File: config.mk
export PLATFORM = sky130hd
export DESIGN_NAME = exec_core
export DESIGN_NICKNAME = d
export VERILOG_FILES = /design/src/design/rv_exec_pkg.sv /design/src/design/alu.sv /design/src/design/arch_state.sv /design/src/design/exec_core.sv /design/src/design/execute_unit.sv /design/src/design/instr_decoder.sv
export SDC_FILE = /design/constraint.sdc
export NUM_CORES = 2
export LEC_CHECK = 0
export BUFFER_PORTS_ARGS = -buffer_cell sky130_fd_sc_hd__clkbuf_2
export CORE_MARGIN = 4
export CORE_UTILIZATION = 46
export CTS_CLUSTER_DIAMETER = 150
export DETAILED_ROUTE_END_ITERATION = 10
export PLACE_DENSITY = 0.6
export SYNTH_ARGS = -nofsm -noshare
export SYNTH_HDL_FRONTEND = slang
export SYNTH_SLANG_ARGS = --single-unit
File: constraint.sdc
create_clock -name clock -period 14.7 [get_ports clock]
set_input_delay 2.94 -clock clock [delete_from_list [all_inputs] [get_ports clock]]
set_output_delay 2.94 -clock clock [all_outputs]
set_load 0.005 [all_outputs]
File: src/design/rv_exec_pkg.sv
package rv_exec_pkg;

  // base opcodes
  localparam logic [6:0] OP_LUI    = 7'b0110111;
  localparam logic [6:0] OP_AUIPC  = 7'b0010111;
  localparam logic [6:0] OP_JAL    = 7'b1101111;
  localparam logic [6:0] OP_JALR   = 7'b1100111;
  localparam logic [6:0] OP_BRANCH = 7'b1100011;
  localparam logic [6:0] OP_IMM    = 7'b0010011;
  localparam logic [6:0] OP_REG    = 7'b0110011;
  localparam logic [6:0] OP_SYSTEM = 7'b1110011;

  // funct3 for register and immediate arithmetic
  localparam logic [2:0] F3_ADD  = 3'd0;
  localparam logic [2:0] F3_SLL  = 3'd1;
  localparam logic [2:0] F3_SLT  = 3'd2;
  localparam logic [2:0] F3_SLTU = 3'd3;
  localparam logic [2:0] F3_XOR  = 3'd4;
  localparam logic [2:0] F3_SR   = 3'd5;
  localparam logic [2:0] F3_OR   = 3'd6;
  localparam logic [2:0] F3_AND  = 3'd7;

  // funct3 for branches
  localparam logic [2:0] F3_BEQ  = 3'd0;
  localparam logic [2:0] F3_BNE  = 3'd1;
  localparam logic [2:0] F3_BLT  = 3'd4;
  localparam logic [2:0] F3_BGE  = 3'd5;
  localparam logic [2:0] F3_BLTU = 3'd6;
  localparam logic [2:0] F3_BGEU = 3'd7;

  // funct3 zero of the system space holds ecall and mret
  localparam logic [2:0]  F3_PRIV       = 3'd0;
  localparam logic [6:0]  F7_ALT        = 7'b0100000;
  localparam logic [11:0] FUNCT12_ECALL = 12'h000;
  localparam logic [11:0] FUNCT12_MRET  = 12'h302;

  localparam logic [3:0] ALU_ADD    = 4'd0;
  localparam logic [3:0] ALU_SUB    = 4'd1;
  localparam logic [3:0] ALU_SLL    = 4'd2;
  localparam logic [3:0] ALU_SLT    = 4'd3;
  localparam logic [3:0] ALU_SLTU   = 4'd4;
  localparam logic [3:0] ALU_XOR    = 4'd5;
  localparam logic [3:0] ALU_SRL    = 4'd6;
  localparam logic [3:0] ALU_SRA    = 4'd7;
  localparam logic [3:0] ALU_OR     = 4'd8;
  localparam logic [3:0] ALU_AND    = 4'd9;
  localparam logic [3:0] ALU_PASS_B = 4'd10;
  localparam logic [3:0] ALU_BEQ    = 4'd11;
  localparam logic [3:0] ALU_BNE    = 4'd12;
  localparam logic [3:0] ALU_BGE    = 4'd13;
  localparam logic [3:0] ALU_BGEU   = 4'd14;
  // a less-than branch is taken exactly when the set-less-than result is 1
  localparam logic [3:0] ALU_BLT    = ALU_SLT;
  localparam logic [3:0] ALU_BLTU   = ALU_SLTU;

  localparam logic [2:0] NPC_SEQ    = 3'd0;
  localparam logic [2:0] NPC_JAL    = 3'd1;
  localparam logic [2:0] NPC_JALR   = 3'd2;
  localparam logic [2:0] NPC_BRANCH = 3'd3;
  localparam logic [2:0] NPC_CSR    = 3'd4;

  localparam logic [1:0] WB_ALU  = 2'd0;
  localparam logic [1:0] WB_SNPC = 2'd1;
  localparam logic [1:0] WB_DNPC = 2'd2;
  localparam logic [1:0] WB_CSR  = 2'd3;

  localparam logic [1:0] OPB_REG = 2'd0;
  localparam logic [1:0] OPB_IMM = 2'd1;
  localparam logic [1:0] OPB_CSR = 2'd2;

  // same encoding as funct3[1:0] of csrrw, csrrs and csrrc
  localparam logic [1:0] CSR_NONE  = 2'd0;
  localparam logic [1:0] CSR_WRITE = 2'd1;
  localparam logic [1:0] CSR_SET   = 2'd2;
  localparam logic [1:0] CSR_CLEAR = 2'd3;

  localparam logic [11:0] CSR_MEPC   = 12'h341;
  localparam logic [11:0] CSR_MCAUSE = 12'h342;
  localparam logic [11:0] CSR_MTVEC  = 12'h305;

  localparam logic [31:0] MCAUSE_ECALL = 32'd11;

  typedef union packed {
    struct packed {
      logic [6:0] funct7;
      logic [4:0] rs2;
      logic [4:0] rs1;
      logic [2:0] funct3;
      logic [4:0] rd;
      logic [6:0] opcode;
    } r;
    struct packed {
      logic [11:0] imm;
      logic [4:0]  rs1;
      logic [2:0]  funct3;
      logic [4:0]  rd;
      logic [6:0]  opcode;
    } i;
  } rv_instr_t;

endpackage

File: src/design/alu.sv
`timescale 1ns/100ps

module alu (
  input  logic [3:0]  alu_op,
  input  logic [31:0] operand_a,
  input  logic [31:0] operand_b,
  output logic [31:0] result
);

  logic [4:0] shamt;
  logic       lt_signed;
  logic       lt_unsigned;

  assign shamt       = operand_b[4:0];
  assign lt_signed   = $signed(operand_a) < $signed(operand_b);
  assign lt_unsigned = operand_a < operand_b;

  // ALU_BLT and ALU_BLTU share the slt and sltu codes
  always_comb begin
    case (alu_op)
      rv_exec_pkg::ALU_ADD:    result = operand_a + operand_b;
      rv_exec_pkg::ALU_SUB:    result = operand_a - operand_b;
      rv_exec_pkg::ALU_SLL:    result = operand_a << shamt;
      rv_exec_pkg::ALU_SLT:    result = {31'd0, lt_signed};
      rv_exec_pkg::ALU_SLTU:   result = {31'd0, lt_unsigned};
      rv_exec_pkg::ALU_XOR:    result = operand_a ^ operand_b;
      rv_exec_pkg::ALU_SRL:    result = operand_a >> shamt;
      rv_exec_pkg::ALU_SRA:    result = $signed(operand_a) >>> shamt;
      rv_exec_pkg::ALU_OR:     result = operand_a | operand_b;
      rv_exec_pkg::ALU_AND:    result = operand_a & operand_b;
      rv_exec_pkg::ALU_PASS_B: result = operand_b;
      rv_exec_pkg::ALU_BEQ:    result = {31'd0, operand_a == operand_b};
      rv_exec_pkg::ALU_BNE:    result = {31'd0, operand_a != operand_b};
      rv_exec_pkg::ALU_BGE:    result = {31'd0, !lt_signed};
      rv_exec_pkg::ALU_BGEU:   result = {31'd0, !lt_unsigned};
      default:                 result = 32'd0;
    endcase
  end

endmodule

File: src/design/arch_state.sv
`timescale 1ns/100ps

module arch_state (
  input  logic        clock,
  input  logic        reset,
  input  logic [4:0]  rs1,
  input  logic [4:0]  rs2,
  output logic [31:0] src1,
  output logic [31:0] src2,
  input  logic        rd_we,
  input  logic [4:0]  rd,
  input  logic [31:0] rd_wdata,
  input  logic [11:0] csr_addr,
  output logic [31:0] csr_rdata,
  input  logic        csr_we,
  input  logic [11:0] csr_waddr,
  input  logic [31:0] csr_wdata,
  input  logic        trap_we,
  input  logic [31:0] trap_pc
);

  logic [31:0] regs [1:31];
  logic [31:0] mepc;
  logic [31:0] mcause;
  logic [31:0] mtvec;
  logic [31:0] mepc_next;
  logic [31:0] mcause_next;
  logic [31:0] mtvec_next;

  function automatic logic [31:0] read_gpr(input logic [4:0] addr);
    if (addr == 5'd0)
      return 32'd0;
    else if (rd_we && rd == addr)
      return rd_wdata;
    else
      return regs[addr];
  endfunction

  always_comb src1 = read_gpr(rs1);
  always_comb src2 = read_gpr(rs2);

  always_ff @(posedge clock) begin
    if (reset) begin
      for (int i = 1; i < 32; i++)
        regs[i] <= 32'd0;
    end else if (rd_we && rd != 5'd0) begin
      regs[rd] <= rd_wdata;
    end
  end

  // ecall wins over a csr write to mepc or mcause
  always_comb begin
    mepc_next   = mepc;
    mcause_next = mcause;
    mtvec_next  = mtvec;
    if (csr_we) begin
      case (csr_waddr)
        rv_exec_pkg::CSR_MEPC:   mepc_next = csr_wdata;
        rv_exec_pkg::CSR_MCAUSE: mcause_next = csr_wdata;
        rv_exec_pkg::CSR_MTVEC:  mtvec_next = csr_wdata;
        default: begin
        end
      endcase
    end
    if (trap_we) begin
      mepc_next   = trap_pc;
      mcause_next = rv_exec_pkg::MCAUSE_ECALL;
    end
  end

  // reading the next values gives the bypass
  always_comb begin
    case (csr_addr)
      rv_exec_pkg::CSR_MEPC:   csr_rdata = mepc_next;
      rv_exec_pkg::CSR_MCAUSE: csr_rdata = mcause_next;
      rv_exec_pkg::CSR_MTVEC:  csr_rdata = mtvec_next;
      default:                 csr_rdata = 32'd0;
    endcase
  end

  always_ff @(posedge clock) begin
    if (reset) begin
      mepc   <= 32'd0;
      mcause <= 32'd0;
      mtvec  <= 32'd0;
    end else begin
      mepc   <= mepc_next;
      mcause <= mcause_next;
      mtvec  <= mtvec_next;
    end
  end

  zero_reg_reads_zero: assert property (
    @(posedge clock) disable iff (reset)
    (rs1 == 5'd0 |-> src1 == 32'd0) and (rs2 == 5'd0 |-> src2 == 32'd0));

endmodule

File: src/design/exec_core.sv
`timescale 1ns/100ps

module exec_core (
  input  logic        clock,
  input  logic        reset,
  input  logic        instr_valid,
  input  logic [31:0] instr,
  input  logic [31:0] pc,
  input  logic        stall,
  output logic        npc_valid,
  output logic [31:0] npc,
  output logic        redirect,
  output logic        retire_we,
  output logic [4:0]  retire_rd,
  output logic [31:0] retire_wdata
);

  logic [4:0]  rs1;
  logic [4:0]  rs2;
  logic [4:0]  dec_rd;
  logic [31:0] imm;
  logic [3:0]  alu_op;
  logic [1:0]  opb_sel;
  logic        use_pc_a;
  logic [2:0]  npc_sel;
  logic [1:0]  wb_sel;
  logic        dec_rd_we;
  logic [11:0] csr_addr;
  logic [1:0]  csr_op;
  logic        csr_use_imm;
  logic        is_ecall;
  logic        is_mret;
  logic [31:0] src1;
  logic [31:0] src2;
  logic [31:0] csr_rdata;
  logic [3:0]  alu_op_q;
  logic [31:0] operand_a;
  logic [31:0] operand_b;
  logic [31:0] alu_result;
  logic        csr_we;
  logic [11:0] csr_waddr;
  logic [31:0] csr_wdata;
  logic        trap_we;
  logic [31:0] trap_pc;
  logic        accept;

  // the word presented during a redirect is on the wrong path
  assign accept = instr_valid && !stall && !redirect;

  instr_decoder decoder_i (
    .instr       (instr),
    .rs1         (rs1),
    .rs2         (rs2),
    .rd          (dec_rd),
    .imm         (imm),
    .alu_op      (alu_op),
    .opb_sel     (opb_sel),
    .use_pc_a    (use_pc_a),
    .npc_sel     (npc_sel),
    .wb_sel      (wb_sel),
    .rd_we       (dec_rd_we),
    .csr_addr    (csr_addr),
    .csr_op      (csr_op),
    .csr_use_imm (csr_use_imm),
    .is_ecall    (is_ecall),
    .is_mret     (is_mret)
  );

  arch_state state_i (
    .clock     (clock),
    .reset     (reset),
    .rs1       (rs1),
    .rs2       (rs2),
    .src1      (src1),
    .src2      (src2),
    .rd_we     (retire_we),
    .rd        (retire_rd),
    .rd_wdata  (retire_wdata),
    .csr_addr  (csr_addr),
    .csr_rdata (csr_rdata),
    .csr_we    (csr_we),
    .csr_waddr (csr_waddr),
    .csr_wdata (csr_wdata),
    .trap_we   (trap_we),
    .trap_pc   (trap_pc)
  );

  execute_unit exec_i (
    .clock       (clock),
    .reset       (reset),
    .stall       (stall),
    .accept      (accept),
    .pc          (pc),
    .src1        (src1),
    .src2        (src2),
    .imm         (imm),
    .csr_rdata   (csr_rdata),
    .alu_op      (alu_op),
    .opb_sel     (opb_sel),
    .use_pc_a    (use_pc_a),
    .npc_sel     (npc_sel),
    .wb_sel      (wb_sel),
    .dec_rd_we   (dec_rd_we),
    .dec_rd      (dec_rd),
    .csr_addr    (csr_addr),
    .csr_op      (csr_op),
    .csr_use_imm (csr_use_imm),
    .is_ecall    (is_ecall),
    .is_mret     (is_mret),
    .alu_op_q    (alu_op_q),
    .operand_a   (operand_a),
    .operand_b   (operand_b),
    .alu_result  (alu_result),
    .npc_valid   (npc_valid),
    .npc         (npc),
    .redirect    (redirect),
    .rd_we       (retire_we),
    .rd          (retire_rd),
    .rd_wdata    (retire_wdata),
    .csr_we      (csr_we),
    .csr_waddr   (csr_waddr),
    .csr_wdata   (csr_wdata),
    .trap_we     (trap_we),
    .trap_pc     (trap_pc)
  );

  alu alu_i (
    .alu_op    (alu_op_q),
    .operand_a (operand_a),
    .operand_b (operand_b),
    .result    (alu_result)
  );

endmodule

File: src/design/execute_unit.sv
`timescale 1ns/100ps

module execute_unit (
  input  logic        clock,
  input  logic        reset,
  input  logic        stall,
  input  logic        accept,
  input  logic [31:0] pc,
  input  logic [31:0] src1,
  input  logic [31:0] src2,
  input  logic [31:0] imm,
  input  logic [31:0] csr_rdata,
  input  logic [3:0]  alu_op,
  input  logic [1:0]  opb_sel,
  input  logic        use_pc_a,
  input  logic [2:0]  npc_sel,
  input  logic [1:0]  wb_sel,
  input  logic        dec_rd_we,
  input  logic [4:0]  dec_rd,
  input  logic [11:0] csr_addr,
  input  logic [1:0]  csr_op,
  input  logic        csr_use_imm,
  input  logic        is_ecall,
  input  logic        is_mret,
  output logic [3:0]  alu_op_q,
  output logic [31:0] operand_a,
  output logic [31:0] operand_b,
  input  logic [31:0] alu_result,
  output logic        npc_valid,
  output logic [31:0] npc,
  output logic        redirect,
  output logic        rd_we,
  output logic [4:0]  rd,
  output logic [31:0] rd_wdata,
  output logic        csr_we,
  output logic [11:0] csr_waddr,
  output logic [31:0] csr_wdata,
  output logic        trap_we,
  output logic [31:0] trap_pc
);

  logic [31:0] snpc;
  logic [31:0] dnpc;
  logic [2:0]  npc_sel_q;
  logic [1:0]  wb_sel_q;
  logic        rd_we_q;
  logic [31:0] csr_old;
  logic [31:0] csr_src;
  logic [1:0]  csr_op_q;
  logic        ecall_q;
  logic        mret_q;
  logic        pending;
  logic        retire;

  // pending limits the architectural writes to the first retire cycle
  always_ff @(posedge clock) begin
    if (reset) begin
      npc_valid <= 1'b0;
      pending   <= 1'b0;
    end else if (!stall) begin
      npc_valid <= accept;
      pending   <= accept;
    end else begin
      pending <= 1'b0;
    end
  end

  always_ff @(posedge clock) begin
    if (!stall) begin
      alu_op_q  <= alu_op;
      operand_a <= use_pc_a ? pc : src1;
      case (opb_sel)
        rv_exec_pkg::OPB_IMM: operand_b <= imm;
        rv_exec_pkg::OPB_CSR: operand_b <= csr_rdata;
        default:              operand_b <= src2;
      endcase
      snpc      <= pc + 32'd4;
      dnpc      <= pc + imm;
      trap_pc   <= pc;
      npc_sel_q <= npc_sel;
      wb_sel_q  <= wb_sel;
      rd_we_q   <= dec_rd_we;
      rd        <= dec_rd;
      csr_old   <= csr_rdata;
      csr_src   <= csr_use_imm ? imm : src1;
      csr_op_q  <= csr_op;
      csr_waddr <= csr_addr;
      ecall_q   <= is_ecall;
      mret_q    <= is_mret;
    end
  end

  always_comb begin
    case (npc_sel_q)
      rv_exec_pkg::NPC_JAL:    npc = dnpc;
      rv_exec_pkg::NPC_JALR:   npc = {alu_result[31:1], 1'b0};
      rv_exec_pkg::NPC_BRANCH: npc = alu_result[0] ? dnpc : snpc;
      rv_exec_pkg::NPC_CSR: begin
        // mtvec keeps its mode in the two low bits
        if (mret_q)
          npc = {csr_old[31:1], 1'b0};
        else
          npc = {csr_old[31:2], 2'b00};
      end
      default:                 npc = snpc;
    endcase
  end

  always_comb begin
    case (wb_sel_q)
      rv_exec_pkg::WB_SNPC: rd_wdata = snpc;
      rv_exec_pkg::WB_DNPC: rd_wdata = dnpc;
      rv_exec_pkg::WB_CSR:  rd_wdata = csr_old;
      default:              rd_wdata = alu_result;
    endcase
  end

  always_comb begin
    case (csr_op_q)
      rv_exec_pkg::CSR_WRITE: csr_wdata = csr_src;
      rv_exec_pkg::CSR_SET:   csr_wdata = csr_old | csr_src;
      rv_exec_pkg::CSR_CLEAR: csr_wdata = csr_old & ~csr_src;
      default:                csr_wdata = csr_old;
    endcase
  end

  assign redirect = npc_valid && (npc != snpc);
  assign retire   = npc_valid && pending;
  assign rd_we    = retire && rd_we_q;
  assign csr_we   = retire && (csr_op_q != rv_exec_pkg::CSR_NONE);
  assign trap_we  = retire && ecall_q;

  redirect_needs_valid: assert property (
    @(posedge clock) disable iff (reset) redirect |-> npc_valid);

  npc_halfword_aligned: assert property (
    @(posedge clock) disable iff (reset) npc_valid |-> npc[0] == 1'b0);

endmodule

File: src/design/instr_decoder.sv
`timescale 1ns/100ps

module instr_decoder (
  input  logic [31:0] instr,
  output logic [4:0]  rs1,
  output logic [4:0]  rs2,
  output logic [4:0]  rd,
  output logic [31:0] imm,
  output logic [3:0]  alu_op,
  output logic [1:0]  opb_sel,
  output logic        use_pc_a,
  output logic [2:0]  npc_sel,
  output logic [1:0]  wb_sel,
  output logic        rd_we,
  output logic [11:0] csr_addr,
  output logic [1:0]  csr_op,
  output logic        csr_use_imm,
  output logic        is_ecall,
  output logic        is_mret
);

  rv_exec_pkg::rv_instr_t word;
  logic [31:0] imm_i;
  logic [31:0] imm_b;
  logic [31:0] imm_u;
  logic [31:0] imm_j;
  logic [3:0]  arith_op;
  logic        writes_rd;

  assign word = instr;
  assign rs1  = word.r.rs1;
  assign rs2  = word.r.rs2;
  assign rd   = word.r.rd;

  assign imm_i = {{20{word.i.imm[11]}}, word.i.imm};
  assign imm_b = {{20{instr[31]}}, instr[7], instr[30:25], instr[11:8], 1'b0};
  assign imm_u = {instr[31:12], 12'd0};
  assign imm_j = {{12{instr[31]}}, instr[19:12], instr[20], instr[30:21], 1'b0};

  // sub only exists in the register form, sra in both
  always_comb begin
    case (word.r.funct3)
      rv_exec_pkg::F3_ADD: begin
        if (word.r.opcode == rv_exec_pkg::OP_REG && word.r.funct7 == rv_exec_pkg::F7_ALT)
          arith_op = rv_exec_pkg::ALU_SUB;
        else
          arith_op = rv_exec_pkg::ALU_ADD;
      end
      rv_exec_pkg::F3_SLL:  arith_op = rv_exec_pkg::ALU_SLL;
      rv_exec_pkg::F3_SLT:  arith_op = rv_exec_pkg::ALU_SLT;
      rv_exec_pkg::F3_SLTU: arith_op = rv_exec_pkg::ALU_SLTU;
      rv_exec_pkg::F3_XOR:  arith_op = rv_exec_pkg::ALU_XOR;
      rv_exec_pkg::F3_SR: begin
        if (word.r.funct7 == rv_exec_pkg::F7_ALT)
          arith_op = rv_exec_pkg::ALU_SRA;
        else
          arith_op = rv_exec_pkg::ALU_SRL;
      end
      rv_exec_pkg::F3_OR:   arith_op = rv_exec_pkg::ALU_OR;
      default:              arith_op = rv_exec_pkg::ALU_AND;
    endcase
  end

  always_comb begin
    imm         = imm_i;
    alu_op      = rv_exec_pkg::ALU_ADD;
    opb_sel     = rv_exec_pkg::OPB_REG;
    use_pc_a    = 1'b0;
    npc_sel     = rv_exec_pkg::NPC_SEQ;
    wb_sel      = rv_exec_pkg::WB_ALU;
    writes_rd   = 1'b0;
    csr_addr    = word.i.imm;
    csr_op      = rv_exec_pkg::CSR_NONE;
    csr_use_imm = 1'b0;
    is_ecall    = 1'b0;
    is_mret     = 1'b0;
    case (word.r.opcode)
      rv_exec_pkg::OP_LUI: begin
        imm       = imm_u;
        alu_op    = rv_exec_pkg::ALU_PASS_B;
        opb_sel   = rv_exec_pkg::OPB_IMM;
        writes_rd = 1'b1;
      end
      rv_exec_pkg::OP_AUIPC: begin
        imm       = imm_u;
        opb_sel   = rv_exec_pkg::OPB_IMM;
        use_pc_a  = 1'b1;
        writes_rd = 1'b1;
      end
      rv_exec_pkg::OP_JAL: begin
        imm       = imm_j;
        npc_sel   = rv_exec_pkg::NPC_JAL;
        wb_sel    = rv_exec_pkg::WB_SNPC;
        writes_rd = 1'b1;
      end
      rv_exec_pkg::OP_JALR: begin
        opb_sel   = rv_exec_pkg::OPB_IMM;
        npc_sel   = rv_exec_pkg::NPC_JALR;
        wb_sel    = rv_exec_pkg::WB_SNPC;
        writes_rd = 1'b1;
      end
      rv_exec_pkg::OP_BRANCH: begin
        imm     = imm_b;
        npc_sel = rv_exec_pkg::NPC_BRANCH;
        case (word.r.funct3)
          rv_exec_pkg::F3_BEQ:  alu_op = rv_exec_pkg::ALU_BEQ;
          rv_exec_pkg::F3_BNE:  alu_op = rv_exec_pkg::ALU_BNE;
          rv_exec_pkg::F3_BLT:  alu_op = rv_exec_pkg::ALU_BLT;
          rv_exec_pkg::F3_BGE:  alu_op = rv_exec_pkg::ALU_BGE;
          rv_exec_pkg::F3_BLTU: alu_op = rv_exec_pkg::ALU_BLTU;
          rv_exec_pkg::F3_BGEU: alu_op = rv_exec_pkg::ALU_BGEU;
          // reserved funct3 falls through as a no-op
          default:              npc_sel = rv_exec_pkg::NPC_SEQ;
        endcase
      end
      rv_exec_pkg::OP_IMM: begin
        alu_op    = arith_op;
        opb_sel   = rv_exec_pkg::OPB_IMM;
        writes_rd = 1'b1;
      end
      rv_exec_pkg::OP_REG: begin
        alu_op    = arith_op;
        writes_rd = 1'b1;
      end
      rv_exec_pkg::OP_SYSTEM: begin
        if (word.r.funct3 != rv_exec_pkg::F3_PRIV) begin
          if (word.r.funct3[1:0] != rv_exec_pkg::CSR_NONE) begin
            // zimm rides in the immediate, rd gets the old csr value
            imm         = {27'd0, word.r.rs1};
            alu_op      = rv_exec_pkg::ALU_PASS_B;
            opb_sel     = rv_exec_pkg::OPB_CSR;
            wb_sel      = rv_exec_pkg::WB_CSR;
            csr_op      = word.r.funct3[1:0];
            csr_use_imm = word.r.funct3[2];
            writes_rd   = 1'b1;
          end
        end else if (word.i.imm == rv_exec_pkg::FUNCT12_ECALL) begin
          is_ecall = 1'b1;
          npc_sel  = rv_exec_pkg::NPC_CSR;
          csr_addr = rv_exec_pkg::CSR_MTVEC;
        end else if (word.i.imm == rv_exec_pkg::FUNCT12_MRET) begin
          is_mret  = 1'b1;
          npc_sel  = rv_exec_pkg::NPC_CSR;
          csr_addr = rv_exec_pkg::CSR_MEPC;
        end
      end
      default: begin
      end
    endcase
  end

  assign rd_we = writes_rd && (word.r.rd != 5'd0);

endmodule

# After elaboration in Yosys (flattened, before gate mapping)
# Memories as Yosys holds them, arrays and structs flattened.
# Index checks and enable logic that the tools add are counted.
classes:
  n_addsub: 4
  n_lt_le_gt_ge: 2
  eq_ne: 54
  shift: 3
  mux: 64
  bitwise: 7
  n_reduce_logical: 37
ops:
  columns: ["cell", "n"]
  rows:
  - ["$mux W32", 18]
  - ["$pmux W32 S15", 1]
  - ["$pmux W32 S3", 3]
  - ["$pmux W32 S4", 2]
  - ["$eq A12 B10 Y1 const B", 7]
  - ["$add A32 B32 Y32", 2]
  - ["$and A32 B32 Y32", 2]
  - ["$lt A32 B32 Y1", 2]
  - ["$ne A32 B32 Y1", 2]
  - ["$or A32 B32 Y32", 2]
  - ["$pmux W32 S2", 1]
  - ["$mux W12", 4]
  - ["$add A32 B3 Y32 const B", 1]
  - ["$eq A32 B32 Y1", 1]
  - ["$not A32 Y32", 1]
  - ["$reduce_or A32 Y1", 1]
  - ["$shl A32 B5 Y32", 1]
  - ["$shr A32 B5 Y32", 1]
  - ["$sshr A32 B5 Y32", 1]
  - ["$sub A32 B32 Y32", 1]
  - ["$xor A32 B32 Y32", 1]
  - ["$eq A4 B4 Y1 const B", 7]
  - ["$eq A7 B7 Y1 const B", 4]
  - ["$pmux W4 S7", 1]
  - ["36 further kinds", 104]
word_totals:
  register_bits: 353
  mem_bits_rw: 992
  output_inout_bits: 72
  word_cells: 193
  mem_count: 1
memory_table:
  columns: ["memory", "words", "width", "read_ports", "rd_ports_with_merged_regs", "write_ports", "line_no", "text"]
  rows:
  - ["state_i.regs", 31, 32, 2, 0, 31, "arch_state.sv:22", "logic [31:0] regs [1:31];"]

# Depth between registers and ports, before layout
logic_depth:
  ltp_word: 9
  ltp_mapped: 25

# By module
# A second synthesis with hierarchy kept.
unflattened:
  hier_cells: 7007
  area_unflattened_um2: 84850.1
modules_own_cells:
  columns: ["module", "n_inst", "cells_each", "area_per_inst_um2", "seq_area_each_um2"]
  rows:
  - ["arch_state", 1, 4294, 60371.7, 32671.3]
  - ["execute_unit", 1, 1193, 14266.2, 7637.3]
  - ["alu", 1, 1338, 9087.5, 0.0]
  - ["instr_decoder", 1, 181, 1112.3, 0.0]
  - ["exec_core", 1, 1, 12.5, 0.0]

# Least setup slack after synthesis
# No wires, ideal clock.
synth_path:
  path_type: "input-to-reg"
  startpoint: "input port stall"
  endpoint: "register exec_i.alu_op_q[0] (enable)"
  setup_ns: 0.603
  t_arrival_ns: 7.813
  required_time_ns: 14.097
  path_slack_ns: 6.285
  path_stages: 1
  path_buffers: 0
  cell_sequence: "inv_1"
synth_lines:
  columns: ["item", "line_no", "text"]
  rows:
  - ["from (decl)", "exec_core.sv:9", "input logic stall,"]
  - ["to (signal assigned)", "execute_unit.sv:70", "alu_op_q <= alu_op;"]
  - ["to (decl)", "execute_unit.sv:25", "output logic [3:0] alu_op_q,"]
# No word-level cell between the ends.

# Final worst setup path
layout_path:
  startpoint: "register exec_i.operand_b[4]"
  endpoint: "output port redirect"
layout_via:
  elab_chain_len: 7
  elab_cells_between_ends: 19
  cone_classes: "add/sub: 2; order compare: 2; eq/ne: 3; shift: 3; mux: 3; bitwise: 3; reduce/logical: 3"
layout_rtl:
  columns: ["item", "line_no", "text"]
  rows:
  - ["from (decl)", "execute_unit.sv:27", "output logic [31:0] operand_b,"]
  - ["from (signal assigned)", "execute_unit.sv:73", "rv_exec_pkg::OPB_IMM: operand_b <= imm;"]
  - ["from (signal assigned)", "execute_unit.sv:74", "rv_exec_pkg::OPB_CSR: operand_b <= csr_rdata;"]
  - ["from (signal assigned)", "execute_unit.sv:75", "default: operand_b <= src2;"]
  - ["$lt A32 B32 Y1, on equally long branches", "alu.sv:16, alu.sv:15", null]
  - ["$logic_not A1 Y1, on equally long branches", "alu.sv:35, alu.sv:34", null]
  - ["$pmux W32 S15 (*)", "alu.sv:20", "case (alu_op)"]
  - ["$mux W32", "execute_unit.sv:97", "rv_exec_pkg::NPC_BRANCH: npc = alu_result[0] ? dnpc : snpc;"]
  - ["$pmux W32 S4 (*)", "execute_unit.sv:94", "case (npc_sel_q)"]
  - ["$ne A32 B32 Y1 (*)", "execute_unit.sv:127", "assign redirect = npc_valid && (npc != snpc);"]
  - ["$logic_and A1 B1 Y1 (*)", "execute_unit.sv:127", null]
  - ["to (decl)", "exec_core.sv:12", "output logic redirect,"]
# Every way passes the cells marked *; elsewhere a longest branch is shown, timed or not.

==> key figures <==
Outcome
  – Outcome: finished, final reports clean

Pwr
  – Cell area power density: 119 nW/µm²
  – Leak: 0.0329 µW
  – Max VDD drop: 0.000120 V

GRT
  – Antenna violations before repair: 20
  – Pin count of the biggest net entering global routing: approximately 130
  – Remaining Overflow, GRT: 0
  – GRT Overall Usage: 0.369
  – Vias in the first global route: 62700
  – Global-route wire length before repair: 486000 µm

STA
  – Worst Skew: 0.0621 ns
  – Slew @ Worst Pin: 1.35 ns
  – Rel. slew slack: 0.0860
  – Maximum clock rate: roughly 94 MHz
  – Fin Hold WS: 0.490 ns
  – Final worst path period need: approximately 11 ns
  – Max Transition Viols Final: 0
  – RSZ-0062 raised after global routing: false
  – Setup ws final: 4.03 ns
  – Final period util: 0.726
  – Setup_tns: 0 ns
  – Final setup viols: 0
  – Final hold viol count: 0

Run
  – Maxcap violations: 0

Critical path
  – R2r setup slk: 7.19 ns
  – CP arrival: 7.73 ns
  – CP endpoint kind: output port
  – Worst Setup Start Kind: flip-flop
  – Kind of critical path: flip-flop to output port
  – Critical-path cell list: buf_4 > inv_1 > ha_1 > nor2_1 > nor4b_1 > nand4_1 > mux2i_1 > and4b_1 > nand3_2 > a211oi_4 > buf_4 > or3_1 > o2111ai_1 > a2111o_1 > or4_1 > nor4_2 > a21boi_1 > clkbuf_2
  – CP max stage delay: 1.00 ns
  – Worst path slowest cell: nor4b_1
  – Crit path max-delay family: simple AND/OR/NAND/NOR gates
  – Crit path max fanout: 72
  – Reg-to-reg startpoint: exec_i.operand_b[4]
  – CP Launch Point: exec_i.operand_b[4]
  – CP Data Required Time: 11.76 ns
  – WP buf/inv: 4
  – Worst path most repeated cell: buf_4

CTS
  – CTS root buf: clkbuf_16
  – Skew-Pair Late Insertion Delay: between 0.8 and 0.9 ns
  – Worst-path clk slew: 0.06 ns
  – Post-CTS Setup Inserts: 0
  – Htree depth: 4
  – TritonCTS buffer count: 151
  – CTS resizes: 0
  – Maximum clock insertion buffer count: 3
  – Hold buffers post-CTS: 0
  – CTS tree: built
  – CTS Sinks: 1375

Detailed routing
  – Initial drt markers: 11100
  – Antenna viol nets, final: 0
  – Met3 WL post-DR: 42500 µm
  – Wire length on met2: 157000 µm
  – Max layer used: met5
  – WL met1: 126000 µm
  – Per-cell routed wire length: 37.1 µm
  – DRC: 0
  – Via count: approximately 66000
  – First-pass DRT Iterations: 8
  – Drt via density: roughly 7
  – DRT Wirelength: 350000 µm

Placement
  – I/O Buffers: 139
  – DP HPWL: 234000 µm
  – Placer Congestion: 1.06
  – Pre-CTS setup slack: 5.13 ns
  – Area post-placement: 86500 µm²

Yosys
  – Seq/Total Area, Yosys: 0.486
  – Synth area leader: edfxtp_1
  – Area share of the largest cell type after synthesis: 0.462
  – Post-synth EDFFs: 1277
  – Post-synth top cells: nor2_1, edfxtp_1, mux4_2
  – Post-Syn Area: 83000 µm²
  – FFs w/ async S/R, synth: 0
  – Netlist cell types: just over 100
  – Count leader, synth: nor2_1
  – Syn Area/Cell: 11.7 µm²
  – Top cells by area, synth: edfxtp_1, mux4_2, nor2_1
  – Ys Warns: 0
  – Top FF cell, synth: edfxtp_1
  – Cells after Synth: between 7000 and 8000
  – Flops & latches, synth: 1375

Layout
  – Area grow syn2layout: 10.1%
  – Filler Cell Count: 15700
  – Core Util, Final: 0.511
  – Layout net count: 7173
  – Finished Cell Area: 91300 µm²
  – Share of layout cells above drive strength 1: 0.205

Floorplanning
  – Die Span X: 433 µm
  – Die extent in y: 433 µm
  – Initial Util: 0.464
  – Boundary pin count: 140
  – Core area: around 180000 µm²
  – Std-Cell Rows: 155
  – Die area: 187000 µm²

Worst hold path
  – Hold Startpoint: state_i.mtvec[9]
  – Hold crit path type: flip-flop to flip-flop
-- cell type report --
| class | count | area, µm² | share of cell area |
|---|---|---|---|
| Antenna cell | 5 | 12.5 | 0.000137 |
| Clock buffer | 203 | 4010 | 0.0440 |
| Clock inverter | 75 | 802 | 0.00878 |
| Inverter | 206 | 781 | 0.00855 |
| Multi-Input combinational cell | 4864 | 40000 | 0.438 |
| Sequential cell | 1375 | 40300 | 0.441 |
| Tap cell | 2355 | 2950 | 0.0323 |
| Timing Repair Buffer | 366 | 2470 | 0.0271 |
-- state kept, by name, indices dropped and copies added, names as in the netlist --
name	flops
exec_i.alu_op_q	4
exec_i.csr_old	32
exec_i.csr_op_q	2
exec_i.csr_src	32
exec_i.csr_waddr	12
exec_i.dnpc	32
exec_i.ecall_q	1
exec_i.mret_q	1
exec_i.npc_sel_q	3
exec_i.npc_valid	1
exec_i.operand_a	32
exec_i.operand_b	32
exec_i.pending	1
exec_i.rd	5
exec_i.rd_we_q	1
exec_i.snpc	32
exec_i.trap_pc	30
exec_i.wb_sel_q	2
state_i.mcause	32
state_i.mepc	32
state_i.mtvec	32
state_i.regs	1024
-- worst min-delay path, stage by stage, from the launching register on --
cell and delay [ns]:
dfxtp_1 0.31, mux2i_1 0.07, nor2_1 0.08
-- stage by stage --
step	instances	total power, µW
6_report	9449	10900
5_1_grt	9445	11200
4_1_cts	9443	10800
3_5_place_dp	9165	7100
3_3_place_gp	9164	7090
2_1_floorplan	7093	6060
-- per-layer routing --
layer	vias to the layer above	GRT usage
li1	26600	-
met1	33200	0.486
met2	5010	0.561
met3	1010	0.0845
met4	6	0.218
met5	-	0
-- power breakdown --
group          internal (µW)  switching [µW]  total [µW]
Sequential              4470             172        4640
Combinational            787            1690        2480
Clock                   2070            1690        3760
Total                   7330            3550       10900
-- kinds of logic after synthesis --
| family | Yosys count | synth area share |
|---|---|---|
| xor gates and xnor gates | 81 | 0.00855 |
| buffers and inverters | 854 | 0.0396 |
| muxes | 959 | 0.218 |
| and+or+nand+nor | 2393 | 0.125 |
| other | 1 | 0.0000452 |
| DFF | 1375 | 0.486 |
| AOI/OAI and AO/OA | 1258 | 0.102 |
| adders and majority gates | 141 | 0.0215 |
-- cells in the final DEF (no fill, tap or decap), types with 72 or more instances in the layout --
master,n
clkbuf_2,130
a211oi_1,95
inv_1,201
clkbuf_16,151
nand3_1,72
nor3_1,102
o22ai_1,97
a22oi_1,94
mux4_2,673
buf_4,229
a21oi_1,255
ha_1,138
mux2i_1,228
dfxtp_1,98
nand2_1,351
nor2_1,1432
edfxtp_1,1277
o21ai_0,233
-- worst paths after layout --
| check | endpoint | depth (start not counted) |
|---|---|---|
| worst max-delay path | redirect | 18 |
| worst min-delay path | state_i.mtvec[9] | 2 |
| worst max register to register | exec_i.operand_b[30] | 15 |
| worst min register to register | state_i.mtvec[9] | 2 |
Power figures use the tool's default switching activity.
